[src/logic/core_pkg.sv]
////////////////////
// widths, opcodes, funct3 codes, alu operations
// and the payload structs passed between stages
////////////////////
package core_pkg;

    localparam int xlen    = 32;
    localparam int reg_aw  = 5;
    localparam int reg_num = 32;
    localparam int shamt_w = 5;
    // at most four claims can be in flight in the two skid buffers
    localparam int busy_cw = 3;

    localparam logic [6:0] opc_op     = 7'b0110011;
    localparam logic [6:0] opc_op_imm = 7'b0010011;
    localparam logic [6:0] opc_lui    = 7'b0110111;

    localparam logic [2:0] f3_add_sub = 3'b000;
    localparam logic [2:0] f3_sll     = 3'b001;
    localparam logic [2:0] f3_slt     = 3'b010;
    localparam logic [2:0] f3_sltu    = 3'b011;
    localparam logic [2:0] f3_xor     = 3'b100;
    localparam logic [2:0] f3_srl_sra = 3'b101;
    localparam logic [2:0] f3_or      = 3'b110;
    localparam logic [2:0] f3_and     = 3'b111;

    typedef enum logic [3:0] {
        alu_add, alu_sub, alu_sll, alu_slt, alu_sltu, alu_xor,
        alu_srl, alu_sra, alu_or, alu_and, alu_pass_b
    } alu_op_e;

    typedef struct packed {
        alu_op_e             alu_op;
        logic [reg_aw-1:0]   rd;
        logic [xlen-1:0]     a;
        logic [xlen-1:0]     b;
        logic                illegal;
    } exec_req_t;

    typedef struct packed {
        logic [reg_aw-1:0]   rd;
        logic [xlen-1:0]     value;
        logic                illegal;
    } wb_t;

endpackage

[src/logic/reg_port_if.sv]
////////////////////
// register read, busy status and claim port
////////////////////
interface reg_port_if;

    // read indices from the decoder
    logic [core_pkg::reg_aw-1:0] rs1;
    logic [core_pkg::reg_aw-1:0] rs2;

    // operand values, already bypassed
    logic [core_pkg::xlen-1:0]   rs1_data;
    logic [core_pkg::xlen-1:0]   rs2_data;
    logic                        rs1_busy;
    logic                        rs2_busy;

    // destination claim, one pulse per accepted instruction
    logic                        claim_en;
    logic [core_pkg::reg_aw-1:0] claim_rd;

    modport decoder (
        output rs1, rs2, claim_en, claim_rd,
        input  rs1_data, rs2_data, rs1_busy, rs2_busy
    );

    modport regfile (
        input  rs1, rs2, claim_en, claim_rd,
        output rs1_data, rs2_data, rs1_busy, rs2_busy
    );

endinterface

[src/logic/alu_execute.sv]
////////////////////
// integer alu, one request per cycle
////////////////////
module alu_execute (
    input  logic                req_valid,
    output logic                req_ready,
    input  core_pkg::exec_req_t req,
    output logic                wb_valid,
    input  logic                wb_ready,
    output core_pkg::wb_t       wb
);

    logic [core_pkg::xlen-1:0]    result;
    logic [core_pkg::shamt_w-1:0] sh;

    assign sh = req.b[core_pkg::shamt_w-1:0];

    always_comb begin
        case (req.alu_op)
            core_pkg::alu_add:    result = req.a + req.b;
            core_pkg::alu_sub:    result = req.a - req.b;
            core_pkg::alu_sll:    result = req.a << sh;
            core_pkg::alu_slt:
                result = core_pkg::xlen'($signed(req.a) < $signed(req.b));
            core_pkg::alu_sltu:   result = core_pkg::xlen'(req.a < req.b);
            core_pkg::alu_xor:    result = req.a ^ req.b;
            core_pkg::alu_srl:    result = req.a >> sh;
            core_pkg::alu_sra:    result = $unsigned($signed(req.a) >>> sh);
            core_pkg::alu_or:     result = req.a | req.b;
            core_pkg::alu_and:    result = req.a & req.b;
            // lui
            core_pkg::alu_pass_b: result = req.b;
            default:              result = '0;
        endcase
    end

    // pure combinational stage, handshake passes straight through
    assign wb_valid   = req_valid;
    assign req_ready  = wb_ready;

    assign wb.rd      = req.rd;
    assign wb.illegal = req.illegal;
    assign wb.value   = req.illegal ? '0 : result;

endmodule

[src/logic/inst_decoder.sv]
////////////////////
// instruction decoder with operand read,
// source stall and destination claim
////////////////////
module inst_decoder (
    input  logic                clk_in,
    input  logic                rst_n,
    input  logic                inst_valid,
    output logic                inst_ready,
    input  logic [31:0]         inst,
    reg_port_if.decoder         rf_port,
    output logic                req_valid,
    input  logic                req_ready,
    output core_pkg::exec_req_t req
);

    logic [6:0]                  opcode;
    logic [2:0]                  funct3;
    logic [core_pkg::reg_aw-1:0] rd;
    logic [core_pkg::xlen-1:0]   imm_i;
    logic [core_pkg::xlen-1:0]   imm_u;
    logic [core_pkg::xlen-1:0]   shamt;
    logic                        use_rs1;
    logic                        use_rs2;
    logic                        stall;

    // bit 30 tells sub from add and sra from srl
    function automatic core_pkg::alu_op_e alu_sel(input logic [2:0] f3, input logic alt,
                                                  input logic is_reg);
        case (f3)
            core_pkg::f3_add_sub: alu_sel = (alt && is_reg) ? core_pkg::alu_sub : core_pkg::alu_add;
            core_pkg::f3_sll:     alu_sel = core_pkg::alu_sll;
            core_pkg::f3_slt:     alu_sel = core_pkg::alu_slt;
            core_pkg::f3_sltu:    alu_sel = core_pkg::alu_sltu;
            core_pkg::f3_xor:     alu_sel = core_pkg::alu_xor;
            core_pkg::f3_srl_sra: alu_sel = alt ? core_pkg::alu_sra : core_pkg::alu_srl;
            core_pkg::f3_or:      alu_sel = core_pkg::alu_or;
            default:              alu_sel = core_pkg::alu_and;
        endcase
    endfunction

    assign opcode = inst[6:0];
    assign funct3 = inst[14:12];
    assign rd     = inst[11:7];
    assign imm_i  = {{(core_pkg::xlen-12){inst[31]}}, inst[31:20]};
    assign imm_u  = {inst[31:12], 12'b0};
    assign shamt  = {{(core_pkg::xlen-core_pkg::shamt_w){1'b0}}, inst[24:20]};

    assign rf_port.rs1      = inst[19:15];
    assign rf_port.rs2      = inst[24:20];
    assign rf_port.claim_rd = rd;

    always_comb begin
        req         = '0;
        req.rd      = rd;
        req.alu_op  = alu_sel(funct3, inst[30], opcode == core_pkg::opc_op);
        use_rs1     = 1'b0;
        use_rs2     = 1'b0;
        case (opcode)
            core_pkg::opc_op: begin
                use_rs1 = 1'b1;
                use_rs2 = 1'b1;
                req.a   = rf_port.rs1_data;
                req.b   = rf_port.rs2_data;
            end
            core_pkg::opc_op_imm: begin
                use_rs1 = 1'b1;
                req.a   = rf_port.rs1_data;
                // shifts take the shamt field instead of the I immediate
                req.b   = (funct3 == core_pkg::f3_sll || funct3 == core_pkg::f3_srl_sra) ?
                          shamt : imm_i;
            end
            core_pkg::opc_lui: begin
                req.alu_op = core_pkg::alu_pass_b;
                req.b      = imm_u;
            end
            default: begin
                req.alu_op  = core_pkg::alu_add;
                req.illegal = 1'b1;
            end
        endcase
    end

    // sources at x0 never stall
    assign stall = (use_rs1 && rf_port.rs1 != '0 && rf_port.rs1_busy) ||
                   (use_rs2 && rf_port.rs2 != '0 && rf_port.rs2_busy);

    assign inst_ready       = req_ready && !stall;
    assign req_valid        = inst_valid && !stall;
    assign rf_port.claim_en = inst_valid && inst_ready && !req.illegal && rd != '0;

    // a stalled instruction stays on the port until accepted
    a_inst_held: assert property (@(posedge clk_in) disable iff (!rst_n)
        inst_valid && !inst_ready |=> inst_valid && $stable(inst));

endmodule

[src/logic/int_core.sv]
////////////////////
// integer slice top level
////////////////////
module int_core (
    input  logic        clk_in,
    input  logic        rst_n,
    input  logic        inst_valid,
    output logic        inst_ready,
    input  logic [31:0] inst,
    output logic        commit_valid,
    input  logic        commit_ready,
    output logic [4:0]  commit_rd,
    output logic [31:0] commit_data,
    output logic        commit_illegal
);

    // decode to req_buf_i
    logic                dec_valid;
    logic                dec_ready;
    core_pkg::exec_req_t dec_req;

    // req_buf_i to alu
    logic                exe_valid;
    logic                exe_ready;
    core_pkg::exec_req_t exe_req;

    // alu to wb_buf_i
    logic                alu_valid;
    logic                alu_ready;
    core_pkg::wb_t       alu_wb;

    // wb_buf_i to regfile
    logic                wb_valid;
    logic                wb_ready;
    core_pkg::wb_t       wb;

    reg_port_if rf_if ();

    inst_decoder decoder_i (
        .clk_in     (clk_in),
        .rst_n      (rst_n),
        .inst_valid (inst_valid),
        .inst_ready (inst_ready),
        .inst       (inst),
        .rf_port    (rf_if.decoder),
        .req_valid  (dec_valid),
        .req_ready  (dec_ready),
        .req        (dec_req)
    );

    skid_buffer #(.payload_t(core_pkg::exec_req_t)) req_buf_i (
        .clk_in    (clk_in),
        .rst_n     (rst_n),
        .in_valid  (dec_valid),
        .in_ready  (dec_ready),
        .in_data   (dec_req),
        .out_valid (exe_valid),
        .out_ready (exe_ready),
        .out_data  (exe_req)
    );

    alu_execute alu_i (
        .req_valid (exe_valid),
        .req_ready (exe_ready),
        .req       (exe_req),
        .wb_valid  (alu_valid),
        .wb_ready  (alu_ready),
        .wb        (alu_wb)
    );

    skid_buffer #(.payload_t(core_pkg::wb_t)) wb_buf_i (
        .clk_in    (clk_in),
        .rst_n     (rst_n),
        .in_valid  (alu_valid),
        .in_ready  (alu_ready),
        .in_data   (alu_wb),
        .out_valid (wb_valid),
        .out_ready (wb_ready),
        .out_data  (wb)
    );

    reg_commit commit_i (
        .clk_in         (clk_in),
        .rst_n          (rst_n),
        .rf_port        (rf_if.regfile),
        .wb_valid       (wb_valid),
        .wb_ready       (wb_ready),
        .wb             (wb),
        .commit_valid   (commit_valid),
        .commit_ready   (commit_ready),
        .commit_rd      (commit_rd),
        .commit_data    (commit_data),
        .commit_illegal (commit_illegal)
    );

endmodule

[src/logic/reg_commit.sv]
////////////////////
// register file with busy counts, writeback
// and the commit output register
////////////////////
module reg_commit (
    input  logic                        clk_in,
    input  logic                        rst_n,
    reg_port_if.regfile                 rf_port,
    input  logic                        wb_valid,
    output logic                        wb_ready,
    input  core_pkg::wb_t               wb,
    output logic                        commit_valid,
    input  logic                        commit_ready,
    output logic [core_pkg::reg_aw-1:0] commit_rd,
    output logic [core_pkg::xlen-1:0]   commit_data,
    output logic                        commit_illegal
);

    // x0 has no storage
    logic [core_pkg::xlen-1:0]    regs     [1:core_pkg::reg_num-1];
    logic [core_pkg::busy_cw-1:0] busy_cnt [1:core_pkg::reg_num-1];
    logic                         wb_fire;
    logic                         wr_en;

    assign wb_ready = !commit_valid || commit_ready;
    assign wb_fire  = wb_valid && wb_ready;
    assign wr_en    = wb_fire && !wb.illegal && wb.rd != '0;

    // bypass the value written this cycle
    function automatic logic [core_pkg::xlen-1:0] read_data(
        input logic [core_pkg::reg_aw-1:0] idx);
        if (idx == '0) begin
            return '0;
        end
        if (wr_en && wb.rd == idx) begin
            return wb.value;
        end
        return regs[idx];
    endfunction

    // the last pending write releasing now counts as not busy
    function automatic logic read_busy(input logic [core_pkg::reg_aw-1:0] idx);
        if (idx == '0) begin
            return 1'b0;
        end
        if (wr_en && wb.rd == idx && busy_cnt[idx] == core_pkg::busy_cw'(1)) begin
            return 1'b0;
        end
        return busy_cnt[idx] != '0;
    endfunction

    always_comb begin
        rf_port.rs1_data = read_data(rf_port.rs1);
        rf_port.rs2_data = read_data(rf_port.rs2);
        rf_port.rs1_busy = read_busy(rf_port.rs1);
        rf_port.rs2_busy = read_busy(rf_port.rs2);
    end

    always_ff @(posedge clk_in or negedge rst_n) begin
        if (!rst_n) begin
            for (int i = 1; i < core_pkg::reg_num; i++) begin
                regs[i]     <= '0;
                busy_cnt[i] <= '0;
            end
        end else begin
            for (int i = 1; i < core_pkg::reg_num; i++) begin
                // claim and release of the same register cancel out
                if (rf_port.claim_en && rf_port.claim_rd == core_pkg::reg_aw'(i)) begin
                    if (!(wr_en && wb.rd == core_pkg::reg_aw'(i))) begin
                        busy_cnt[i] <= busy_cnt[i] + 1'b1;
                    end
                end else if (wr_en && wb.rd == core_pkg::reg_aw'(i)) begin
                    busy_cnt[i] <= busy_cnt[i] - 1'b1;
                end
            end
            if (wr_en) begin
                regs[wb.rd] <= wb.value;
            end
        end
    end

    always_ff @(posedge clk_in or negedge rst_n) begin
        if (!rst_n) begin
            commit_valid <= 1'b0;
        end else if (wb_fire) begin
            commit_valid <= 1'b1;
        end else if (commit_ready) begin
            commit_valid <= 1'b0;
        end
    end

    always_ff @(posedge clk_in) begin
        if (wb_fire) begin
            commit_rd      <= wb.rd;
            commit_data    <= wb.value;
            commit_illegal <= wb.illegal;
        end
    end

    // the decoder claimed this register before it reached writeback
    a_busy_on_wb: assert property (@(posedge clk_in) disable iff (!rst_n)
        wr_en |-> busy_cnt[wb.rd] != '0);

endmodule

[src/logic/skid_buffer.sv]
////////////////////
// two-entry valid/ready buffer, any payload
////////////////////
module skid_buffer #(
    parameter type payload_t = logic
) (
    input  logic     clk_in,
    input  logic     rst_n,
    input  logic     in_valid,
    output logic     in_ready,
    input  payload_t in_data,
    output logic     out_valid,
    input  logic     out_ready,
    output payload_t out_data
);

    logic     skid_valid;
    payload_t skid_data;
    logic     out_free;

    // output register can take a new item this cycle
    assign out_free = out_ready || !out_valid;

    // registered, so no path from out_ready
    assign in_ready = !skid_valid;

    always_ff @(posedge clk_in or negedge rst_n) begin
        if (!rst_n) begin
            out_valid  <= 1'b0;
            skid_valid <= 1'b0;
        end else if (out_free) begin
            if (skid_valid) begin
                out_valid  <= 1'b1;
                skid_valid <= 1'b0;
            end else begin
                out_valid <= in_valid;
            end
        end else if (in_valid && in_ready) begin
            skid_valid <= 1'b1;
        end
    end

    always_ff @(posedge clk_in) begin
        if (out_free) begin
            out_data <= skid_valid ? skid_data : in_data;
        end
        // park the incoming item while the output stalls
        if (!out_free && in_ready) begin
            skid_data <= in_data;
        end
    end

    a_out_stable: assert property (@(posedge clk_in) disable iff (!rst_n)
        out_valid && !out_ready |=> out_valid && $stable(out_data));

endmodule

[config.mk]
export PLATFORM = sky130hd
export DESIGN_NAME = int_core
export DESIGN_NICKNAME = d
export VERILOG_FILES = /design/src/logic/core_pkg.sv /design/src/logic/reg_port_if.sv /design/src/logic/alu_execute.sv /design/src/logic/inst_decoder.sv /design/src/logic/int_core.sv /design/src/logic/reg_commit.sv /design/src/logic/skid_buffer.sv
export SDC_FILE = /design/constraint.sdc
export NUM_CORES = 2
export LEC_CHECK = 0
export BUFFER_PORTS_ARGS = -buffer_cell sky130_fd_sc_hd__buf_2
export CAP_MARGIN = 10
export CORE_UTILIZATION = 42
export CTS_CLUSTER_DIAMETER = 60
export CTS_CLUSTER_SIZE = 14
export DETAILED_ROUTE_END_ITERATION = 8
export SLEW_MARGIN = 20
export SYNTH_ARGS = -nofsm -noshare
export SYNTH_HDL_FRONTEND = slang
export SYNTH_SLANG_ARGS = --single-unit
[constraint.sdc]
create_clock -name clk_in -period 9.07 [get_ports clk_in]
set_clock_uncertainty 0.05 [all_clocks]
set_input_delay 1.3605 -clock clk_in [delete_from_list [all_inputs] [get_ports clk_in]]
set_output_delay 1.3605 -clock clk_in [all_outputs]
set_load 0.01 [all_outputs]
== Word-level counts from Yosys, hierarchy flattened ==
Cells that the tools add are included.

* Input bits: 36
* Output and inout bits: 40
* Word-level logic and storage cells: 612
* Register bits after elaboration: 1352

* Multiplexer cells: 156
* Shift-type cells: 3
* Bitwise logic cells: 6
* Eq/ne operators: 116
* $lt $le $gt $ge: 6
* Reductions and logical operators: 175
* Add/sub/neg operators: 64

{| class="wikitable"
|+ Operators with widths
! kind !! count
|-
| $bwmux 992 || 1
|-
| $mux 32 || 16
|-
| $pmux 32 s11 || 1
|-
| $bmux 32 s5 || 2
|-
| $mux 3 || 97
|-
| $demux 32 s5 || 1
|-
| $eq 5x5->1 const B || 32
|-
| $pmux 32 s3 || 1
|-
| $add 3x1->3 const B || 31
|-
| $sub 3x1->3 const B || 31
|-
| $logic_and 1x1->1 || 84
|-
| $eq 5x4->1 const B || 16
|-
| $mux 74 || 1
|-
| $reduce_bool 2->1 || 34
|-
| $lt 32x32->1 || 2
|-
| $ne 2x2->1 const B || 31
|-
| $reduce_and 2->1 || 31
|-
| $eq 5x3->1 const B || 8
|-
| $mux 38 || 1
|-
| $add 32x32->32 || 1
|-
| $and 32x32->32 || 1
|-
| $or 32x32->32 || 1
|-
| $shl 32x5->32 || 1
|-
| $shr 32x5->32 || 1
|-
| 31 further kinds || 100
|}

== Depth between registers and ports, before layout ==
* Depth after elaboration: 21
* Depth in mapped cells: 17

== Modules after synthesis ==
A second synthesis with hierarchy kept.

* Cells, all modules: 6586
* Area, all modules: 79342.3 um^2

{| class="wikitable"
|+ Modules (own cells, without submodules)
! module !! seq. area each (um^2) !! instances !! cells each !! area each (um^2)
|-
| reg_commit || 28317.2 || 1 || 4640 || 60321.6
|-
| alu_execute || 0.0 || 1 || 1433 || 9387.8
|-
| skid_buffer (req_buf_i) || 4494.3 || 1 || 239 || 5530.3
|-
| skid_buffer (wb_buf_i) || 2332.2 || 1 || 127 || 3010.4
|-
| inst_decoder || 0.0 || 1 || 147 || 1092.3
|}

== Worst setup path after synthesis ==
Ideal clock, no wire load.

* Path kind: register to register
* From: register wb_buf_i.skid_valid
* To: register req_buf_i.skid_data[0] (netlist name) (enable)
* Data arrival time: 5.931 ns
* Required time: 8.514 ns
* Path slack: 2.583 ns
* Stages on the path, launching flop included: 5
* Clock period less this slack: 6.487 ns
* Path buffers: 2
* Setup time: 0.506 ns
* Cell sequence: dfrtp_1 clkbuf_1 clkbuf_1 nand2_1 nor2_1

* Cells in the longest elaborated chain, start to end: 4

{| class="wikitable"
|+ RTL lines
! element !! line !! RTL
|-
| start, declared || skid_buffer.sv:17 || <nowiki>logic skid_valid;</nowiki>
|-
| start signal, assigned || skid_buffer.sv:30 || <nowiki>skid_valid <= 1'b0;</nowiki>
|-
| start signal, assigned || skid_buffer.sv:34 || <nowiki>skid_valid <= 1'b0;</nowiki>
|-
| start signal, assigned || skid_buffer.sv:39 || <nowiki>skid_valid <= 1'b1;</nowiki>
|-
| $logic_not 1->1 || skid_buffer.sv:25 || <nowiki>assign in_ready = !skid_valid;</nowiki>
|-
| $logic_or 1x1->1 || skid_buffer.sv:22 || <nowiki>assign out_free = out_ready || !out_valid;</nowiki>
|-
| via req_buf_i.out_free || skid_buffer.sv:19 || <nowiki>logic out_free;</nowiki>
|-
| $logic_not 1->1 || skid_buffer.sv:48 || <nowiki>if (!out_free && in_ready) begin</nowiki>
|-
| $logic_and 1x1->1 || skid_buffer.sv:48 ||
|-
| end signal, assigned || skid_buffer.sv:49 || <nowiki>skid_data <= in_data;</nowiki>
|-
| end, declared || skid_buffer.sv:18 || <nowiki>payload_t skid_data;</nowiki>
|}

The timed path passes the listed nets, and every way through them passes these cells.
A chain may end at the register's enable or synchronous reset.

== Final worst setup path ==
* From: register wb_buf_i.out_data[33] (netlist name)
* To: output inst_ready

* Cells in the longest elaborated chain, start to end: 12

{| class="wikitable"
|+ RTL lines
! element !! line !! RTL
|-
| start, declared || skid_buffer.sv:14 || <nowiki>output payload_t out_data</nowiki>
|-
| start signal, assigned || skid_buffer.sv:45 || <nowiki>out_data <= skid_valid ? skid_data : in_data;</nowiki>
|-
| $reduce_bool 5->1 || reg_commit.sv:27 || <nowiki>assign wr_en = wb_fire && !wb.illegal && wb.rd != '0;</nowiki>
|-
| $logic_and 1x1->1 || reg_commit.sv:27 ||
|-
| $logic_and 1x1->1 (2 in a row) || reg_commit.sv:46 || <nowiki>if (wr_en && wb.rd == idx && busy_cnt[idx] == core_pkg::busy_cw'(1)) begin</nowiki>
|-
| $mux 1 (2 in a row) || reg_commit.sv:46 ||
|-
| $mux 1 || reg_commit.sv:49 || <nowiki>return busy_cnt[idx] != '0;</nowiki>
|-
| $mux 1 || reg_commit.sv:46 ||
|-
| $logic_and 1x1->1 (on tied branches) || inst_decoder.sv:85, inst_decoder.sv:86 ||
|-
| $logic_or 1x1->1 * || inst_decoder.sv:85 || <nowiki>assign stall = (use_rs1 && rf_port.rs1 != '0 && rf_port.rs1_busy) ||</nowiki>
|-
| $logic_not 1->1 * || inst_decoder.sv:88 || <nowiki>assign inst_ready = req_ready && !stall;</nowiki>
|-
| $logic_and 1x1->1 * || inst_decoder.sv:88 ||
|-
| end, declared || int_core.sv:8 || <nowiki>output logic inst_ready,</nowiki>
|}

Every way passes the cells marked *; elsewhere a longest branch is shown, timed or not. The select of a mux whose other input is x is not followed.

==> summary.md <==
| Metric | Value |
|---|---|
| Post-synthesis sequential area ratio | 0.446 |
| Metal1 wirelength | 111000 um |
| Crit-path max FO | 65 |
| Final setup TNS | 0 ns |
| Worst VDD drop | 0.000197 V |
| Starting Density | 0.424 |
| Critical path arrival | 4.73 ns |
| RSZ-0062 raised after global routing | no |
| Placement Setup Slack | 2.74 ns |
| Largest stage delay on the critical path | 0.76 ns |
| Max_slew headroom | 0.208 |
| Drt wl/cell | 32.5 um |
| Total track usage | 0.283 |
| Minimum clock period | 6.14 ns |
| CTS buffer count | 132 |
| Detail Route Antenna Nets | 0 |
| Syn Nets | 6034 |
| Final hold violations | 0 |
| Worst path cell trace | or2_1 > or4_1 > and3_4 > a21oi_1 > or4_1 > a32oi_2 > nor2b_1 > buf_2 |
| Floorplan die height | 435 um |
| Number of synthesized register bits | 1352 |
| FF+latch area | 35100 um2 |
| Tcrit/Tclk final | 0.677 |
| Fillers | 16600 |
| CTS resizes | 0 |
| Dpl hpwl | 166000 um |
| Setup ws final | 2.93 ns |
| Area share of fa/ha/maj cells after synthesis | 0.0238 |
| Synth Area in Simple Gates | 0.0507 |
| Clk Latency, worst-skew pair | 0.83 ns |
| Crit path buf inv count | 1 |
| Number of port buffers | 75 |
| Core area | 186000 um2 |
| Setup Fix Bufs, Post-CTS | 0 |
| Congestion Overflow GR | 0 |
| Final wirelength | 268000 um |
| Most frequent cells in the layout | mux2_2, dfrtp_1, mux4_2, nor2_1, edfxtp_1 |
| Max cap viols | 0 |
| Multi-input gate area | 41400 um2 |
| GP Congestion | 1.01 |
| Achievable Freq | 163 MHz |
| Mapped cell area | 78800 um2 |
| CTS Root Cell | clkbuf_16 |
| Highest metal used | met4 |
| HP Class | reg -> reg |
| Most used flip-flop cell after synthesis | dfrtp_1 |
| Largest net degree at the start of global routing | 177 |
| Die Area | 189000 um2 |
| P per Cell Area | 198 nW/um2 |
| Die W | 435 um |
| Leakage power | 37.0 nW |
| Max stage delay cell, worst path | edfxtp_1 |
| Clock tree buffer depth | 3 |
| Final hold slack | 0.397 ns |
| YS warnings | 0 |
| CP Launch Type | flip-flop |
| Area delta synth->final | 9.27% |
| Met2 wire len | 124000 um |
| Drt pass-1 iters | 6 |
| Global-route wire length before repair | 392000 um |
| Crit Path Class | reg -> out |
| Total chip power | 17.0 mW |
| Worst Path Required | 7.66 ns |
| CP dominant cell by count | or4_1 |
| Clock slew at reported path FFs | 0.06 ns |
| # rows | 158 |
| I/O Pins | 76 |
| TritonCTS clock tree | built |
| Slew Limit Fails | 0 |
| Share of layout cells above drive strength 1 | 0.393 |
| Layout Nets | 5855 |
| Critical path endpoint category | output pin |
| CTS hold repair buffers | 0 |
| Vias | 53400 |
| Setup-failing EPs final | 0 |
| Worst-Margin Slew | 1.19 ns |
| H-tree Lvls | 4 |
| DRC viols | 0 |
| Met3 WL | 21800 um |
| Via density per instance | 6.46 |
| Initial antenna violation count | 7 |
| Syn Inst Count | 5868 |
| Number of synthesized flops with an enable pin | 262 |
| Post-synthesis compound-gate area fraction | 0.0616 |
| Most common cell after layout, fill and taps aside | mux2_2 |
| Post-synthesis xor/xnor area fraction | 0.0135 |
| Synth Area per Inst | 13.4 um2 |
| Initial DRC Count | 5962 |
| Vias in the first global route | 53900 |
| Synth unique cells | 83 |
| Sink Count | 1352 |
| Largest family of logic cells by synthesized area | multiplexers |
| CP delay by family, top | simple AND/OR/NAND/NOR gates |
| Status | complete, no violations |
| Mux contribution to synthesized area | 0.372 |
| Post-synth ARST share | 0.806 |
cell usage after synthesis (42+ instances only):
| library cell | instances | area [um2] |
|---|---|---|
| mux2_2 | 1146 | 12900 |
| dfrtp_1 | 1090 | 27300 |
| mux4_2 | 647 | 14600 |
| clkbuf_1 | 426 | 1600 |
| nor2_1 | 305 | 1140 |
| edfxtp_1 | 262 | 7870 |
| nand2_1 | 257 | 965 |
| o21ai_0 | 223 | 1120 |
| a21oi_1 | 204 | 1020 |
| mux2i_1 | 168 | 1680 |
| inv_1 | 122 | 458 |
| ha_1 | 97 | 1210 |
| xnor2_1 | 83 | 727 |
| nor3_1 | 72 | 360 |
| buf_2 | 58 | 290 |
| and2_1 | 55 | 344 |
| a22o_1 | 43 | 377 |
| buf_1 | 42 | 158 |
where the power goes:
part           internal [mW]  switching, mW
Clock                   2.98           2.60
Sequential              6.84          0.586
Combinational           1.60           2.42
logic make-up after synthesis:
group / after synthesis
compound gates: 761
fa+ha+maj: 130
simple gates: 874
xor+xnor: 121
flops: 1352
buf+inv: 655
mux: 1975
path summary, 6_finish.rpt:
check / from / endpoint / slack, ns / cells past startpoint
worst min register to register: req_buf_i.out_data[66] / wb_buf_i.skid_data[34] / 0.40 / 0
max in group asynchronous: rst_n / commit_i.regs[193] / 6.20 / 3
min in group asynchronous: rst_n / commit_i.regs[179] / 0.48 / 1
worst min-delay path: req_buf_i.out_data[66] / wb_buf_i.skid_data[34] / 0.40 / 0
worst max register to register: wb_buf_i.out_data[33] / commit_i.busy_cnt[86] / 3.46 / 12
worst max-delay path: wb_buf_i.out_data[33] / inst_ready / 2.93 / 8
flip-flops by register name, indices dropped and copies added (netlist names):
register                 count
commit_i.regs              992
commit_i.busy_cnt           93
req_buf_i.out_data          74
req_buf_i.skid_data         74
wb_buf_i.out_data           38
wb_buf_i.skid_data          38
commit_i.commit_data        32
commit_i.commit_rd           5
commit_i.commit_illegal      1
commit_i.commit_valid        1
req_buf_i.out_valid          1
req_buf_i.skid_valid         1
wb_buf_i.out_valid           1
wb_buf_i.skid_valid          1
stage by stage:
step,util,std cells,area [um2]
after floorplan,-,5868,78800
after global placement,0.440,8031,81700
after detailed placement,0.440,8035,81800
after CTS,0.463,8255,86100
after global routing,0.463,8255,86100
final,0.463,8259,86100
area by class of cell:
type                    instances  area share
diodes                          4    0.000116
clock buffers                 173      0.0423
clock inverters                47     0.00743
inverters                     127     0.00554
multi-input cells            3861       0.481
flip-flops and latches       1352       0.408
well taps                    2480      0.0360
repair buffers                215      0.0191
per-layer routing:
layer | GRT usage | up-vias
met3 | 0.0579 | 558
met4 | 0.119 | 0
met5 | 0 | -
met1 | 0.385 | 28500
met2 | 0.441 | 2353
li1 | - | 21900
Power figures use the tool's default switching activity.
